<file path="config.mk">
export PLATFORM = sky130hd
export DESIGN_NAME = sirius_core
export DESIGN_NICKNAME = d
export VERILOG_FILES = /design/src/logic/core_pkg.sv /design/src/logic/fetch_pc.sv /design/src/logic/decoder.sv /design/src/logic/register_file.sv /design/src/logic/forwarding_unit.sv /design/src/logic/alu.sv /design/src/logic/branch_unit.sv /design/src/logic/pipe_ctrl.sv /design/src/logic/sirius_core.sv
export VERILOG_INCLUDE_DIRS = /design/src /design/src/logic
export SDC_FILE = /design/constraint.sdc
export NUM_CORES = 2
export LEC_CHECK = 0
export ABC_CLOCK_PERIOD_IN_PS = 8900
export BUFFER_PORTS_ARGS = -buffer_cell sky130_fd_sc_hd__buf_2
export CAP_MARGIN = 20
export CORE_MARGIN = 10
export CORE_UTILIZATION = 38
export CTS_BUF_LIST = sky130_fd_sc_hd__clkbuf_4 sky130_fd_sc_hd__clkbuf_8
export CTS_CLUSTER_DIAMETER = 60
export DETAILED_ROUTE_END_ITERATION = 6
export PLACE_DENSITY_LB_ADDON = 0.12
export SLEW_MARGIN = 5
export SYNTH_ARGS = -nofsm -noshare
export SYNTH_HDL_FRONTEND = slang
export SYNTH_SLANG_ARGS = --single-unit
</file>
<file path="constraint.sdc">
create_clock -name clk -period 8.9 [get_ports clk]
set_clock_uncertainty 0.15 [all_clocks]
set_input_delay 0.89 -clock clk [delete_from_list [all_inputs] [get_ports clk]]
set_output_delay 0.89 -clock clk [all_outputs]
set_load 0.02 [all_outputs]
</file>
<file path="src/logic/core_defs.svh">
`ifndef CORE_DEFS_SVH
`define CORE_DEFS_SVH

// Datapath and register file geometry
`define XLEN 32
`define REG_ADDR_W 5
`define NUM_REGS 32

// Boot vector
`define RESET_PC 32'hBFC0_0000

// All four byte lanes of a word store
`define WORD_WEN 4'b1111

`endif

</file>
<file path="src/logic/core_pkg.sv">
`include "core_defs.svh"

package core_pkg;

    typedef enum logic [5:0] {
        OP_SPECIAL = 6'h00,
        OP_J       = 6'h02,
        OP_BEQ     = 6'h04,
        OP_BNE     = 6'h05,
        OP_ADDIU   = 6'h09,
        OP_SLTI    = 6'h0A,
        OP_ANDI    = 6'h0C,
        OP_ORI     = 6'h0D,
        OP_XORI    = 6'h0E,
        OP_LUI     = 6'h0F,
        OP_LW      = 6'h23,
        OP_SW      = 6'h2B
    } opcode_e;

    typedef enum logic [5:0] {
        FN_SLL  = 6'h00,
        FN_SRL  = 6'h02,
        FN_ADDU = 6'h21,
        FN_SUBU = 6'h23,
        FN_AND  = 6'h24,
        FN_OR   = 6'h25,
        FN_XOR  = 6'h26,
        FN_SLT  = 6'h2A
    } funct_e;

    typedef enum logic [3:0] {
        ALU_ADD,
        ALU_SUB,
        ALU_AND,
        ALU_OR,
        ALU_XOR,
        ALU_SLT,
        ALU_SLL,
        ALU_SRL,
        ALU_LUI
    } alu_op_e;

    // Second operand source, or shamt as first operand for shifts
    typedef enum logic [1:0] {
        SRC_REG,
        SRC_IMM_SEXT,
        SRC_IMM_ZEXT,
        SRC_SHAMT
    } alu_src_e;

    typedef enum logic [1:0] {
        MEM_NONE,
        MEM_LOAD,
        MEM_STORE
    } mem_type_e;

    typedef enum logic [1:0] {
        BR_NONE,
        BR_BEQ,
        BR_BNE,
        BR_JUMP
    } branch_kind_e;

    typedef struct packed {
        alu_op_e                 alu_op;
        alu_src_e                alu_src;
        mem_type_e               mem_type;
        branch_kind_e            branch_kind;
        logic                    wb_en;
        logic [`REG_ADDR_W-1:0]  wb_dest;
    } decode_t;

    typedef struct packed {
        logic                valid;
        logic [`XLEN-1:0]    pc;
        logic [`XLEN-1:0]    instr;
    } if_id_t;

    // Immediate, shamt and jump index all live in field
    typedef struct packed {
        logic                valid;
        logic [`XLEN-1:0]    pc;
        decode_t             ctrl;
        logic [`XLEN-1:0]    rs_value;
        logic [`XLEN-1:0]    rt_value;
        logic [25:0]         field;
    } id_ex_t;

    typedef struct packed {
        logic                    valid;
        logic [`XLEN-1:0]        result;
        logic [`XLEN-1:0]        store_data;
        mem_type_e               mem_type;
        logic                    wb_en;
        logic [`REG_ADDR_W-1:0]  wb_dest;
    } ex_mem_t;

    typedef struct packed {
        logic                    en;
        logic [`REG_ADDR_W-1:0]  dest;
        logic [`XLEN-1:0]        data;
    } reg_write_t;

endpackage

</file>
<file path="src/logic/fetch_pc.sv">
`include "core_defs.svh"

module fetch_pc (
    input  logic               clk,
    input  logic               arst_n,
    input  logic               fetch_en,
    input  logic               inst_ok,
    input  logic               branch_taken,
    input  logic [`XLEN-1:0]   branch_target,
    output logic [`XLEN-1:0]   pc
);

    always_ff @(posedge clk or negedge arst_n) begin
        if (!arst_n) begin
            pc <= `RESET_PC;
        end else if (branch_taken) begin
            // Redirect wins over a fetch accepted in the same cycle
            pc <= branch_target;
        end else if (fetch_en && inst_ok) begin
            pc <= pc + `XLEN'd4;
        end
    end

endmodule

</file>
<file path="src/logic/decoder.sv">
`include "core_defs.svh"

module decoder (
    input  logic [`XLEN-1:0]   instr,
    output core_pkg::decode_t  ctrl
);

    import core_pkg::*;

    logic [`REG_ADDR_W-1:0] rt;
    logic [`REG_ADDR_W-1:0] rd;

    assign rt = instr[20:16];
    assign rd = instr[15:11];

    always_comb begin
        // Undefined encodings fall through as a no-op
        ctrl = '{alu_op: ALU_ADD, alu_src: SRC_REG, mem_type: MEM_NONE,
                 branch_kind: BR_NONE, wb_en: 1'b0, wb_dest: rt};

        case (opcode_e'(instr[31:26]))
            OP_SPECIAL: begin
                ctrl.wb_dest = rd;
                ctrl.wb_en = 1'b1;
                case (funct_e'(instr[5:0]))
                    FN_ADDU: ctrl.alu_op = ALU_ADD;
                    FN_SUBU: ctrl.alu_op = ALU_SUB;
                    FN_AND:  ctrl.alu_op = ALU_AND;
                    FN_OR:   ctrl.alu_op = ALU_OR;
                    FN_XOR:  ctrl.alu_op = ALU_XOR;
                    FN_SLT:  ctrl.alu_op = ALU_SLT;
                    FN_SLL: begin
                        ctrl.alu_op = ALU_SLL;
                        ctrl.alu_src = SRC_SHAMT;
                    end
                    FN_SRL: begin
                        ctrl.alu_op = ALU_SRL;
                        ctrl.alu_src = SRC_SHAMT;
                    end
                    default: ctrl.wb_en = 1'b0;
                endcase
            end
            OP_ADDIU, OP_SLTI: begin
                ctrl.alu_op = (instr[31:26] == OP_SLTI) ? ALU_SLT : ALU_ADD;
                ctrl.alu_src = SRC_IMM_SEXT;
                ctrl.wb_en = 1'b1;
            end
            OP_ANDI, OP_ORI, OP_XORI, OP_LUI: begin
                case (opcode_e'(instr[31:26]))
                    OP_ANDI: ctrl.alu_op = ALU_AND;
                    OP_ORI:  ctrl.alu_op = ALU_OR;
                    OP_XORI: ctrl.alu_op = ALU_XOR;
                    default: ctrl.alu_op = ALU_LUI;
                endcase
                ctrl.alu_src = SRC_IMM_ZEXT;
                ctrl.wb_en = 1'b1;
            end
            OP_LW: begin
                ctrl.alu_src = SRC_IMM_SEXT;
                ctrl.mem_type = MEM_LOAD;
                ctrl.wb_en = 1'b1;
            end
            OP_SW: begin
                ctrl.alu_src = SRC_IMM_SEXT;
                ctrl.mem_type = MEM_STORE;
            end
            OP_BEQ:  ctrl.branch_kind = BR_BEQ;
            OP_BNE:  ctrl.branch_kind = BR_BNE;
            OP_J:    ctrl.branch_kind = BR_JUMP;
            default: ctrl.wb_en = 1'b0;
        endcase

        // $zero is never written
        if (ctrl.wb_dest == '0) begin
            ctrl.wb_en = 1'b0;
        end
    end

endmodule

</file>
<file path="src/logic/register_file.sv">
`include "core_defs.svh"

module register_file (
    input  logic                     clk,
    input  logic                     arst_n,
    input  logic [`REG_ADDR_W-1:0]   rs_addr,
    input  logic [`REG_ADDR_W-1:0]   rt_addr,
    input  core_pkg::reg_write_t     write,
    output logic [`XLEN-1:0]         rs_data,
    output logic [`XLEN-1:0]         rt_data
);

    logic [`XLEN-1:0] regs [`NUM_REGS];

    // Bypass the write port so decode sees this cycle's writeback
    function automatic logic [`XLEN-1:0] read_port(input logic [`REG_ADDR_W-1:0] addr);
        if (addr == '0) begin
            return '0;
        end
        if (write.en && write.dest == addr) begin
            return write.data;
        end
        return regs[addr];
    endfunction

    always_ff @(posedge clk or negedge arst_n) begin
        if (!arst_n) begin
            for (int i = 0; i < `NUM_REGS; i++) begin
                regs[i] <= '0;
            end
        end else if (write.en && write.dest != '0) begin
            regs[write.dest] <= write.data;
        end
    end

    always_comb begin
        rs_data = read_port(rs_addr);
        rt_data = read_port(rt_addr);
    end

endmodule

</file>
<file path="src/logic/forwarding_unit.sv">
`include "core_defs.svh"

module forwarding_unit (
    input  logic [`REG_ADDR_W-1:0]   reg_addr,
    input  logic [`XLEN-1:0]         reg_data,
    input  core_pkg::reg_write_t     ex_fwd,
    input  core_pkg::reg_write_t     mem_fwd,
    output logic [`XLEN-1:0]         value
);

    // Youngest producer first
    always_comb begin
        if (reg_addr != '0 && ex_fwd.en && ex_fwd.dest == reg_addr) begin
            value = ex_fwd.data;
        end else if (reg_addr != '0 && mem_fwd.en && mem_fwd.dest == reg_addr) begin
            value = mem_fwd.data;
        end else begin
            value = reg_data;
        end
    end

endmodule

</file>
<file path="src/logic/alu.sv">
`include "core_defs.svh"

module alu (
    input  core_pkg::id_ex_t   op,
    output logic [`XLEN-1:0]   result
);

    import core_pkg::*;

    logic [`XLEN-1:0] a;
    logic [`XLEN-1:0] b;
    logic [15:0]      imm;

    assign imm = op.field[15:0];

    always_comb begin
        a = op.rs_value;
        b = op.rt_value;
        case (op.ctrl.alu_src)
            SRC_IMM_SEXT: b = {{(`XLEN-16){imm[15]}}, imm};
            SRC_IMM_ZEXT: b = {{(`XLEN-16){1'b0}}, imm};
            SRC_SHAMT:    a = {{(`XLEN-5){1'b0}}, op.field[10:6]};
            default:      b = op.rt_value;
        endcase
    end

    always_comb begin
        case (op.ctrl.alu_op)
            ALU_SUB: result = a - b;
            ALU_AND: result = a & b;
            ALU_OR:  result = a | b;
            ALU_XOR: result = a ^ b;
            ALU_SLT: result = {{(`XLEN-1){1'b0}}, $signed(a) < $signed(b)};
            ALU_SLL: result = b << a[4:0];
            ALU_SRL: result = b >> a[4:0];
            ALU_LUI: result = {b[15:0], 16'h0000};
            // Also the load and store address
            default: result = a + b;
        endcase
    end

endmodule

</file>
<file path="src/logic/branch_unit.sv">
`include "core_defs.svh"

module branch_unit (
    input  core_pkg::id_ex_t   op,
    output logic               taken,
    output logic [`XLEN-1:0]   target
);

    import core_pkg::*;

    logic [`XLEN-1:0] pc_plus4;
    logic [`XLEN-1:0] offset;

    assign pc_plus4 = op.pc + `XLEN'd4;
    assign offset = {{(`XLEN-18){op.field[15]}}, op.field[15:0], 2'b00};

    always_comb begin
        case (op.ctrl.branch_kind)
            BR_BEQ:  taken = op.valid && (op.rs_value == op.rt_value);
            BR_BNE:  taken = op.valid && (op.rs_value != op.rt_value);
            BR_JUMP: taken = op.valid;
            default: taken = 1'b0;
        endcase
    end

    // J keeps the 256 MB region of the next pc
    assign target = (op.ctrl.branch_kind == BR_JUMP) ?
                    {pc_plus4[`XLEN-1:28], op.field, 2'b00} : pc_plus4 + offset;

endmodule

</file>
<file path="src/logic/pipe_ctrl.sv">
`include "core_defs.svh"

module pipe_ctrl (
    input  logic                     inst_stall,
    input  logic                     data_stall,
    input  logic                     branch_taken,
    input  logic                     load_in_ex,
    input  logic [`REG_ADDR_W-1:0]   ex_dest,
    input  logic [`REG_ADDR_W-1:0]   id_rs,
    input  logic [`REG_ADDR_W-1:0]   id_rt,
    output logic                     fetch_en,
    output logic                     if_id_en,
    output logic                     if_id_squash,
    output logic                     id_ex_en,
    output logic                     id_ex_bubble,
    output logic                     ex_mem_en,
    output logic                     mem_wb_en
);

    logic load_use;

    assign load_use = load_in_ex &&
                      ((id_rs != '0 && id_rs == ex_dest) || (id_rt != '0 && id_rt == ex_dest));

    // Data port back-pressure freezes everything
    assign fetch_en  = !data_stall && !load_use;
    assign if_id_en  = !data_stall && !load_use;
    assign id_ex_en  = !data_stall;
    assign ex_mem_en = !data_stall;
    assign mem_wb_en = !data_stall;

    // A missed fetch leaves a bubble in IF/ID
    assign if_id_squash = !data_stall && (branch_taken || (fetch_en && inst_stall));
    assign id_ex_bubble = !data_stall && (branch_taken || load_use);

endmodule

</file>
<file path="src/logic/sirius_core.sv">
`include "core_defs.svh"

module sirius_core (
    input  logic               clk,
    input  logic               arst_n,
    output logic               inst_en,
    output logic [`XLEN-1:0]   inst_addr,
    input  logic               inst_ok,
    input  logic [`XLEN-1:0]   inst_data,
    output logic               data_en,
    output logic [3:0]         data_wen,
    output logic [`XLEN-1:0]   data_addr,
    output logic [`XLEN-1:0]   data_wdata,
    input  logic               data_ok,
    input  logic [`XLEN-1:0]   data_data
);

    import core_pkg::*;

    if_id_t      if_id;
    id_ex_t      id_ex;
    ex_mem_t     ex_mem;
    reg_write_t  mem_wb;

    logic fetch_en;
    logic if_id_en;
    logic if_id_squash;
    logic id_ex_en;
    logic id_ex_bubble;
    logic ex_mem_en;
    logic mem_wb_en;
    logic data_stall;
    logic load_in_ex;

    logic [`XLEN-1:0] pc;
    decode_t          id_ctrl;
    logic [`XLEN-1:0] rs_reg;
    logic [`XLEN-1:0] rt_reg;
    logic [`XLEN-1:0] rs_value;
    logic [`XLEN-1:0] rt_value;
    reg_write_t       ex_fwd;
    reg_write_t       mem_fwd;
    logic [`XLEN-1:0] alu_result;
    logic             ex_taken;
    logic [`XLEN-1:0] ex_target;
    logic [`XLEN-1:0] mem_result;

    assign inst_en = fetch_en;
    assign inst_addr = pc;

    assign data_stall = data_en && !data_ok;
    assign load_in_ex = id_ex.valid && id_ex.ctrl.mem_type == MEM_LOAD;

    pipe_ctrl pipe_ctrl_i (
        .inst_stall   (!inst_ok),
        .data_stall   (data_stall),
        .branch_taken (ex_taken),
        .load_in_ex   (load_in_ex),
        .ex_dest      (id_ex.ctrl.wb_dest),
        .id_rs        (if_id.instr[25:21]),
        .id_rt        (if_id.instr[20:16]),
        .fetch_en     (fetch_en),
        .if_id_en     (if_id_en),
        .if_id_squash (if_id_squash),
        .id_ex_en     (id_ex_en),
        .id_ex_bubble (id_ex_bubble),
        .ex_mem_en    (ex_mem_en),
        .mem_wb_en    (mem_wb_en)
    );

    // Redirect only once the branch leaves execute
    fetch_pc fetch_pc_i (
        .clk           (clk),
        .arst_n        (arst_n),
        .fetch_en      (fetch_en),
        .inst_ok       (inst_ok),
        .branch_taken  (ex_taken && ex_mem_en),
        .branch_target (ex_target),
        .pc            (pc)
    );

    always_ff @(posedge clk or negedge arst_n) begin
        if (!arst_n) begin
            if_id.valid <= 1'b0;
        end else if (if_id_squash) begin
            if_id.valid <= 1'b0;
        end else if (if_id_en) begin
            if_id <= '{valid: 1'b1, pc: pc, instr: inst_data};
        end
    end

    decoder decoder_i (
        .instr (if_id.instr),
        .ctrl  (id_ctrl)
    );

    register_file register_file_i (
        .clk     (clk),
        .arst_n  (arst_n),
        .rs_addr (if_id.instr[25:21]),
        .rt_addr (if_id.instr[20:16]),
        .write   (mem_wb),
        .rs_data (rs_reg),
        .rt_data (rt_reg)
    );

    // Load results are not ready in execute
    assign ex_fwd = '{en: id_ex.valid && id_ex.ctrl.wb_en && id_ex.ctrl.mem_type != MEM_LOAD,
                      dest: id_ex.ctrl.wb_dest, data: alu_result};
    assign mem_result = (ex_mem.mem_type == MEM_LOAD) ? data_data : ex_mem.result;
    assign mem_fwd = '{en: ex_mem.valid && ex_mem.wb_en, dest: ex_mem.wb_dest,
                       data: mem_result};

    forwarding_unit forward_rs_i (
        .reg_addr (if_id.instr[25:21]),
        .reg_data (rs_reg),
        .ex_fwd   (ex_fwd),
        .mem_fwd  (mem_fwd),
        .value    (rs_value)
    );

    forwarding_unit forward_rt_i (
        .reg_addr (if_id.instr[20:16]),
        .reg_data (rt_reg),
        .ex_fwd   (ex_fwd),
        .mem_fwd  (mem_fwd),
        .value    (rt_value)
    );

    always_ff @(posedge clk or negedge arst_n) begin
        if (!arst_n) begin
            id_ex.valid <= 1'b0;
        end else if (id_ex_en) begin
            if (id_ex_bubble) begin
                id_ex.valid <= 1'b0;
            end else begin
                id_ex <= '{valid: if_id.valid, pc: if_id.pc, ctrl: id_ctrl,
                           rs_value: rs_value, rt_value: rt_value, field: if_id.instr[25:0]};
            end
        end
    end

    alu alu_i (
        .op     (id_ex),
        .result (alu_result)
    );

    branch_unit branch_unit_i (
        .op     (id_ex),
        .taken  (ex_taken),
        .target (ex_target)
    );

    always_ff @(posedge clk or negedge arst_n) begin
        if (!arst_n) begin
            ex_mem.valid <= 1'b0;
        end else if (ex_mem_en) begin
            ex_mem <= '{valid: id_ex.valid, result: alu_result, store_data: id_ex.rt_value,
                        mem_type: id_ex.ctrl.mem_type, wb_en: id_ex.ctrl.wb_en,
                        wb_dest: id_ex.ctrl.wb_dest};
        end
    end

    // Port outputs come straight from EX/MEM and hold while stalled
    assign data_en = ex_mem.valid && ex_mem.mem_type != MEM_NONE;
    assign data_wen = (ex_mem.valid && ex_mem.mem_type == MEM_STORE) ? `WORD_WEN : 4'b0000;
    assign data_addr = ex_mem.result;
    assign data_wdata = ex_mem.store_data;

    always_ff @(posedge clk or negedge arst_n) begin
        if (!arst_n) begin
            mem_wb.en <= 1'b0;
        end else begin
            mem_wb.en <= mem_wb_en && ex_mem.valid && ex_mem.wb_en;
            if (mem_wb_en) begin
                mem_wb.dest <= ex_mem.wb_dest;
                mem_wb.data <= mem_result;
            end
        end
    end

endmodule

</file>
Yosys cells after proc, flatten, opt, wreduce, memory -nomap -nowiden:

Index checks and enable logic that the tools add are counted.

* bits in registers: 1371
* input port bits: 68
* output and inout port bits: 102
* logic and storage cells: 232

* add/subtract/negate cells: 5
* magnitude comparators: 5
* eq/ne operators: 46
* shifts and indexed selects: 2
* muxes and demuxes: 50
* bitwise gates (word level): 9
* reduce and logical (&&, ||, !) cells: 59

Operator list (count)
* $bwmux W1024: 1
* $mux W32: 22
* $bmux W32 S5: 2
* $pmux W32 S8: 1
* $demux W32 S5: 1
* $mux W65: 1
* $add A32 B3 Y32 const B: 2
* $add A32 B32 Y32: 2
* $pmux W32 S2: 1
* $eq A6 B6 Y1 const B: 8
* $eq A5 B5 Y1: 8
* $eq A6 B4 Y1 const B: 6
* $and A32 B32 Y32: 1
* $eq A32 B32 Y1: 1
* $logic_and A1 B1 Y1: 32
* $lt A32 B32 Y1: 1
* $ne A32 B32 Y1: 1
* $or A32 B32 Y32: 1
* $shl A32 B5 Y32: 1
* $shr A32 B5 Y32: 1
* $sub A32 B32 Y32: 1
* $xor A32 B32 Y32: 1
* $pmux W4 S3: 2
* $pmux W3 S7: 1
* other kinds (34): 77

Depth between registers and ports, before layout:

* word-level depth: 11
* depth in mapped cells: 20
* gate-level depth less buffers: 18

By module:

A second synthesis with hierarchy kept.

* cell total of the unflattened synthesis: 6809
* area, all modules: 83108.5 sq um

By module, submodules not included
* register_file: instances 1, cells each 3920, area each 55988.7 sq um, sequential area each 25624.6 sq um
* sirius_core: instances 1, cells each 441, area each 10611.4 sq um, sequential area each 9439.1 sq um
* alu: instances 1, cells each 1399, area each 9266.4 sq um, sequential area each 0.0 sq um
* branch_unit: instances 1, cells each 418, area each 2890.3 sq um, sequential area each 0.0 sq um
* forwarding_unit: instances 2, cells each 169, area each 948.4 sq um, sequential area each 0.0 sq um
* fetch_pc: instances 1, cells each 203, area each 1795.5 sq um, sequential area each 812.0 sq um
* decoder: instances 1, cells each 61, area each 441.7 sq um, sequential area each 0.0 sq um
* pipe_ctrl: instances 1, cells each 29, area each 217.7 sq um, sequential area each 0.0 sq um

Worst setup path before layout:

OpenSTA, ideal clock, no wires.

* kind: input-to-reg
* start point: in data_ok
* end point: reg ex_mem (netlist bit data_addr[0]), enable pin
* setup time: 0.590 ns
* arrival: 5.788 ns
* data required time: 8.160 ns
* setup slack: 2.372 ns
* stages on the path: 2
* path buffers: 0
* cells stage by stage: nor2_1 > nor2b_1

* cells in the longest elaborated chain, start to end: 4

Ends and longest elaborated chain
* start: declaration: line sirius_core.sv:14 `input logic data_ok,`
* $logic_not A1 Y1: line sirius_core.sv:51 `assign data_stall = data_en && !data_ok;`
* $logic_and A1 B1 Y1: line sirius_core.sv:51
* $not A1 Y1 (no source line)
* $reduce_and A2 Y1 (no source line)
* end signal: assignment: line sirius_core.sv:158 `ex_mem <= '{valid: id_ex.valid, result: alu_result, store_data: id_ex.rt_value,`
* end: declaration: line sirius_core.sv:22 `ex_mem_t ex_mem;`

No other way between the ends.
A chain may end at the register's enable or synchronous reset.

Worst setup path in the final report:

* start point: reg id_ex[101] (netlist bit)
* end point: reg id_ex[89] (netlist bit) (data pin)

* cells in the longest elaborated chain, start to end: 5
* elaborated cells between the ends (all ways): 14
* classes of those cells: add/sub: 2; eq/ne: 3; shift: 2; mux: 4; bitwise: 3

Ends and longest elaborated chain
* start: declaration: line sirius_core.sv:21 `id_ex_t id_ex;`
* start signal: assignment: line sirius_core.sv:137 `id_ex <= '{valid: if_id.valid, pc: if_id.pc, ctrl: id_ctrl,`
* $eq A2 B2 Y1 / $eq A2 B1 Y1 (equally long branches): line alu.sv:19 `case (op.ctrl.alu_src)`
* $pmux W32 S2 / $mux W32 (equally long branches): line alu.sv:19
* $add A32 B32 Y32 (tied with other cells): line alu.sv:38 `default: result = a + b;`
* $pmux W32 S8 (*): line alu.sv:28 `case (op.ctrl.alu_op)`
* $mux W32 (*): line forwarding_unit.sv:13 `if (reg_addr != '0 && ex_fwd.en && ex_fwd.dest == reg_addr) begin`
* via forward_rs_i.value[31]: line forwarding_unit.sv:8 `` output logic [`XLEN-1:0] value ``

The timed path passes the listed nets; every way through them passes the cells marked *.

==> metrics <==
CTS root buf clkbuf_8; initial DRC count approximately 5000; vias in the first global route ~55000; crit-path max FO 33; Final Hold Fails 0; DR vias/cell 6.09; Post-synth EDFFs 311; drt first pass iters 6; synthesized area roughly 80000 sq um; Finish-stage setup viols 0; Finished Layout Cells between 8000 and 9000; Reg clk slew, reported paths 0.06 ns; Syn Nets about 6200; CP required ~9.5 ns; WL final 291 mm; final-stage net count approximately 6100; setup bufs post-CTS 0; vias between 50000 and 60000; cell with the most instances after synthesis dfrtp_1; worst slew pin tran around 1.2 ns; initial antenna violation count 10; post-synthesis sequential area ratio a little under half; total track usage 24.8%; Synth Flop Type dfrtp_1; layout cells sized above 1 41.3%; final setup TNS 0 ns; RSZ-0062 raised after global routing no; Max-slew headroom approximately 18%; cell mode on critical path ha_1; critical-path cell list ha_1, buf_4, nor2b_1, a22oi_2, inv_1, ha_1, o21ba_1, or4_4, a311o_1, a211oi_2, o211ai_1, o211a_1, o311ai_0, mux2_2, nor4b_2, a21oi_1; initial core utilization about two fifths; reg-to-reg slack, setup between 2 and 2.5 ns; Synth area leaders dfrtp_1 (33%), mux4_2 (19%), mux2_2 (14%); Critical Path AT approximately 7.1 ns; first-pass GRT wire length approximately 420 mm; die height about 480 um; # IOs 170; Hold WS 0.107 ns; worst setup path class flip-flop to flip-flop; area grow syn2layout 11.6%; CP max stage cell ha_1; CP delay by family, top compound AO/OA/AOI/OAI gates; Final Max Slew Viols 0; H-tree Lvls 4; ANT nets after route 0; DRC 0; placed cells between 8000 and 9000; I/O Buffers 169; syn_area_per_cell 13.4 sq um; Clock Sinks 1371; Synth area leader dfrtp_1; Ys Warns 0; WP buf/inv 2; die footprint 228000 sq um; fin crit share between 70% and 80%; clk buf depth 3; GP Congestion 1.00; number of core rows between 150 and 200; outcome complete, no violations; Async SR Flop Fraction roughly 77%; CTS tree done; Core ar. 209000 sq um; worst skew pair latency 1.02 ns; Avg WL per Cell 32.5 um; DIE WIDTH 478 um; Yosys reg bits approximately 1400; maximum vdd drop between 0.1 and 0.15 mV; Critical Path Start Type flip-flop; commonest cells in the netlist dfrtp_1 (1051), mux2_2 (1025), mux4_2 (683); global route overflow 0; post-synth cell types 89; share of the synthesized area in the top cell type about a third; max capacitance violation total 0; Worst Setup End Kind flip-flop; min-delay worst type input port to flip-flop; Max stage delay on crit path approximately 0.66 ns; DP HPWL around 180 mm; largest net degree at the start of global routing between 150 and 200; Synth Instances 5960; fmax 154 MHz; Num CTS Buffers about 240; crit path time final 6.51 ns; P_leak approximately 38 nW; pwr dens 303 nW/um^2
==> sequential cells by signal, summed over array words and instances (netlist names) <==
| signal | count |
|---|---|
| id_ex | 134 |
| data_wdata | 32 |
| data_addr | 32 |
| fetch_pc_i.pc | 32 |
| ex_mem | 9 |
| register_file_i.regs | 1024 |
| ex_fwd | 5 |
| mem_wb | 38 |
| if_id | 65 |
==> kinds of logic after synthesis <==
| group | count (synthesis) | share of synthesized area [%] |
|---|---|---|
| multiplexers | 1823 | 35.3 |
| AND/OR/NAND/NOR | 836 | 4.84 |
| adder cells (fa/ha/maj) | 137 | 2.18 |
| buffers and inverters | 802 | 4.14 |
| flip-flops | 1371 | 45.0 |
| AO/OA/AOI/OAI | 836 | 6.86 |
| XOR/XNOR | 155 | 1.70 |
==> stage by stage <==
stage | cell area [sq um] | power (W) | setup WS (ns) | utilization [%]
after global routing | 88900 | 0.0282 | 2.17 | 42.5
after CTS | 88600 | 0.0269 | 2.50 | 42.4
after detailed placement | 83000 | 0.0204 | 2.50 | 39.7
after floorplan | 79700 | 0.0169 | 2.37 | -
final | 88900 | 0.0269 | 2.39 | 42.5
after global placement | 83000 | 0.0202 | 2.61 | 39.7
==> cell usage in the layout (no fill, tap or decap), types with 13 or more instances in the layout <==
| cell | instances |
|---|---|
| clkinv_1 | 26 |
| clkbuf_8 | 306 |
| buf_12 | 13 |
| mux2_2 | 1025 |
| a21oi_1 | 260 |
| a31oi_1 | 29 |
| and2_1 | 16 |
| nand4_1 | 31 |
| nor3_1 | 46 |
| o221ai_1 | 21 |
| inv_1 | 173 |
| xor2_1 | 51 |
| o211ai_1 | 31 |
| nand3_1 | 45 |
| nand2_1 | 230 |
| a211oi_1 | 110 |
| buf_4 | 124 |
| xnor2_1 | 102 |
| mux2i_1 | 113 |
| and3_1 | 22 |
| clkbuf_4 | 65 |
| a221oi_1 | 32 |
| clkinv_2 | 26 |
| nor2_1 | 283 |
| nor2b_1 | 18 |
| a22oi_1 | 15 |
| a21o_1 | 28 |
| buf_2 | 168 |
| ha_1 | 132 |
| nand2b_1 | 44 |
| dfrtp_1 | 1051 |
| mux4_2 | 683 |
| o21bai_1 | 19 |
| o21ai_0 | 121 |
| o22ai_1 | 51 |
| edfxtp_1 | 311 |
| dlygate4sd3_1 | 35 |
==> worst paths after layout <==
check	endpoint	cells after the start	from
max in group asynchronous	register_file_i.regs[591]$_DFFE_PN0P_	5	arst_n
max	id_ex[89]$_DFFE_PP_	16	id_ex[101]$_SDFFCE_PN0P_
min reg2reg	register_file_i.regs[1015]$_DFFE_PN0P_	0	register_file_i.regs[1015]$_DFFE_PN0P_
max reg2reg	id_ex[89]$_DFFE_PP_	16	id_ex[101]$_SDFFCE_PN0P_
min in group asynchronous	register_file_i.regs[213]$_DFFE_PN0P_	2	arst_n
min	mem_wb[12]$_DFFE_PP_	3	data_data[12]
==> what timing repair did <==
action,in CTS,in global routing
resized for setup,0,0
endpoints found under the hold margin,70,0
endpoints found under the setup margin,0,0
hold buffers,35,0
==> per-layer routing <==
layer / global-route usage, % / wire [um] / share of wire [%] / vias up
met1: 33.7 / 126000 / 43 / 29200
li1: - / - / - / 22700
met2: 39.0 / 134000 / 46 / 1984
met4: 10.6 / 14000 / 4.8 / 2
met3: 4.64 / 17600 / 6.1 / 569
met5: 0 / 10 / 0.0034 / -
==> layout make-up <==
cell class | count | area [sq um]
antenna | 7 | 17.5
fill | 19300 | 120000
sequential | 1371 | 35900
clock inverter | 70 | 582
inverter | 177 | 664
tap | 2805 | 3510
multi-input combinational | 3787 | 40900
clock buffer | 371 | 4700
timing repair buffer | 351 | 2670
==> worst min-delay path: cells and delay by family <==
family,cells,cell delay (ns)
buf+inv,2,0.16
mux,1,0.08
==> report_power, final <==
part / internal (W) / switching, W / total [W]
sequential: 0.00870 / 0.00177 / 0.0105
clock: 0.00358 / 0.00280 / 0.00638
combinational: 0.00471 / 0.00536 / 0.0101
total: 0.0170 / 0.00993 / 0.0269
No activity file was read; power rests on OpenSTA's default activity.
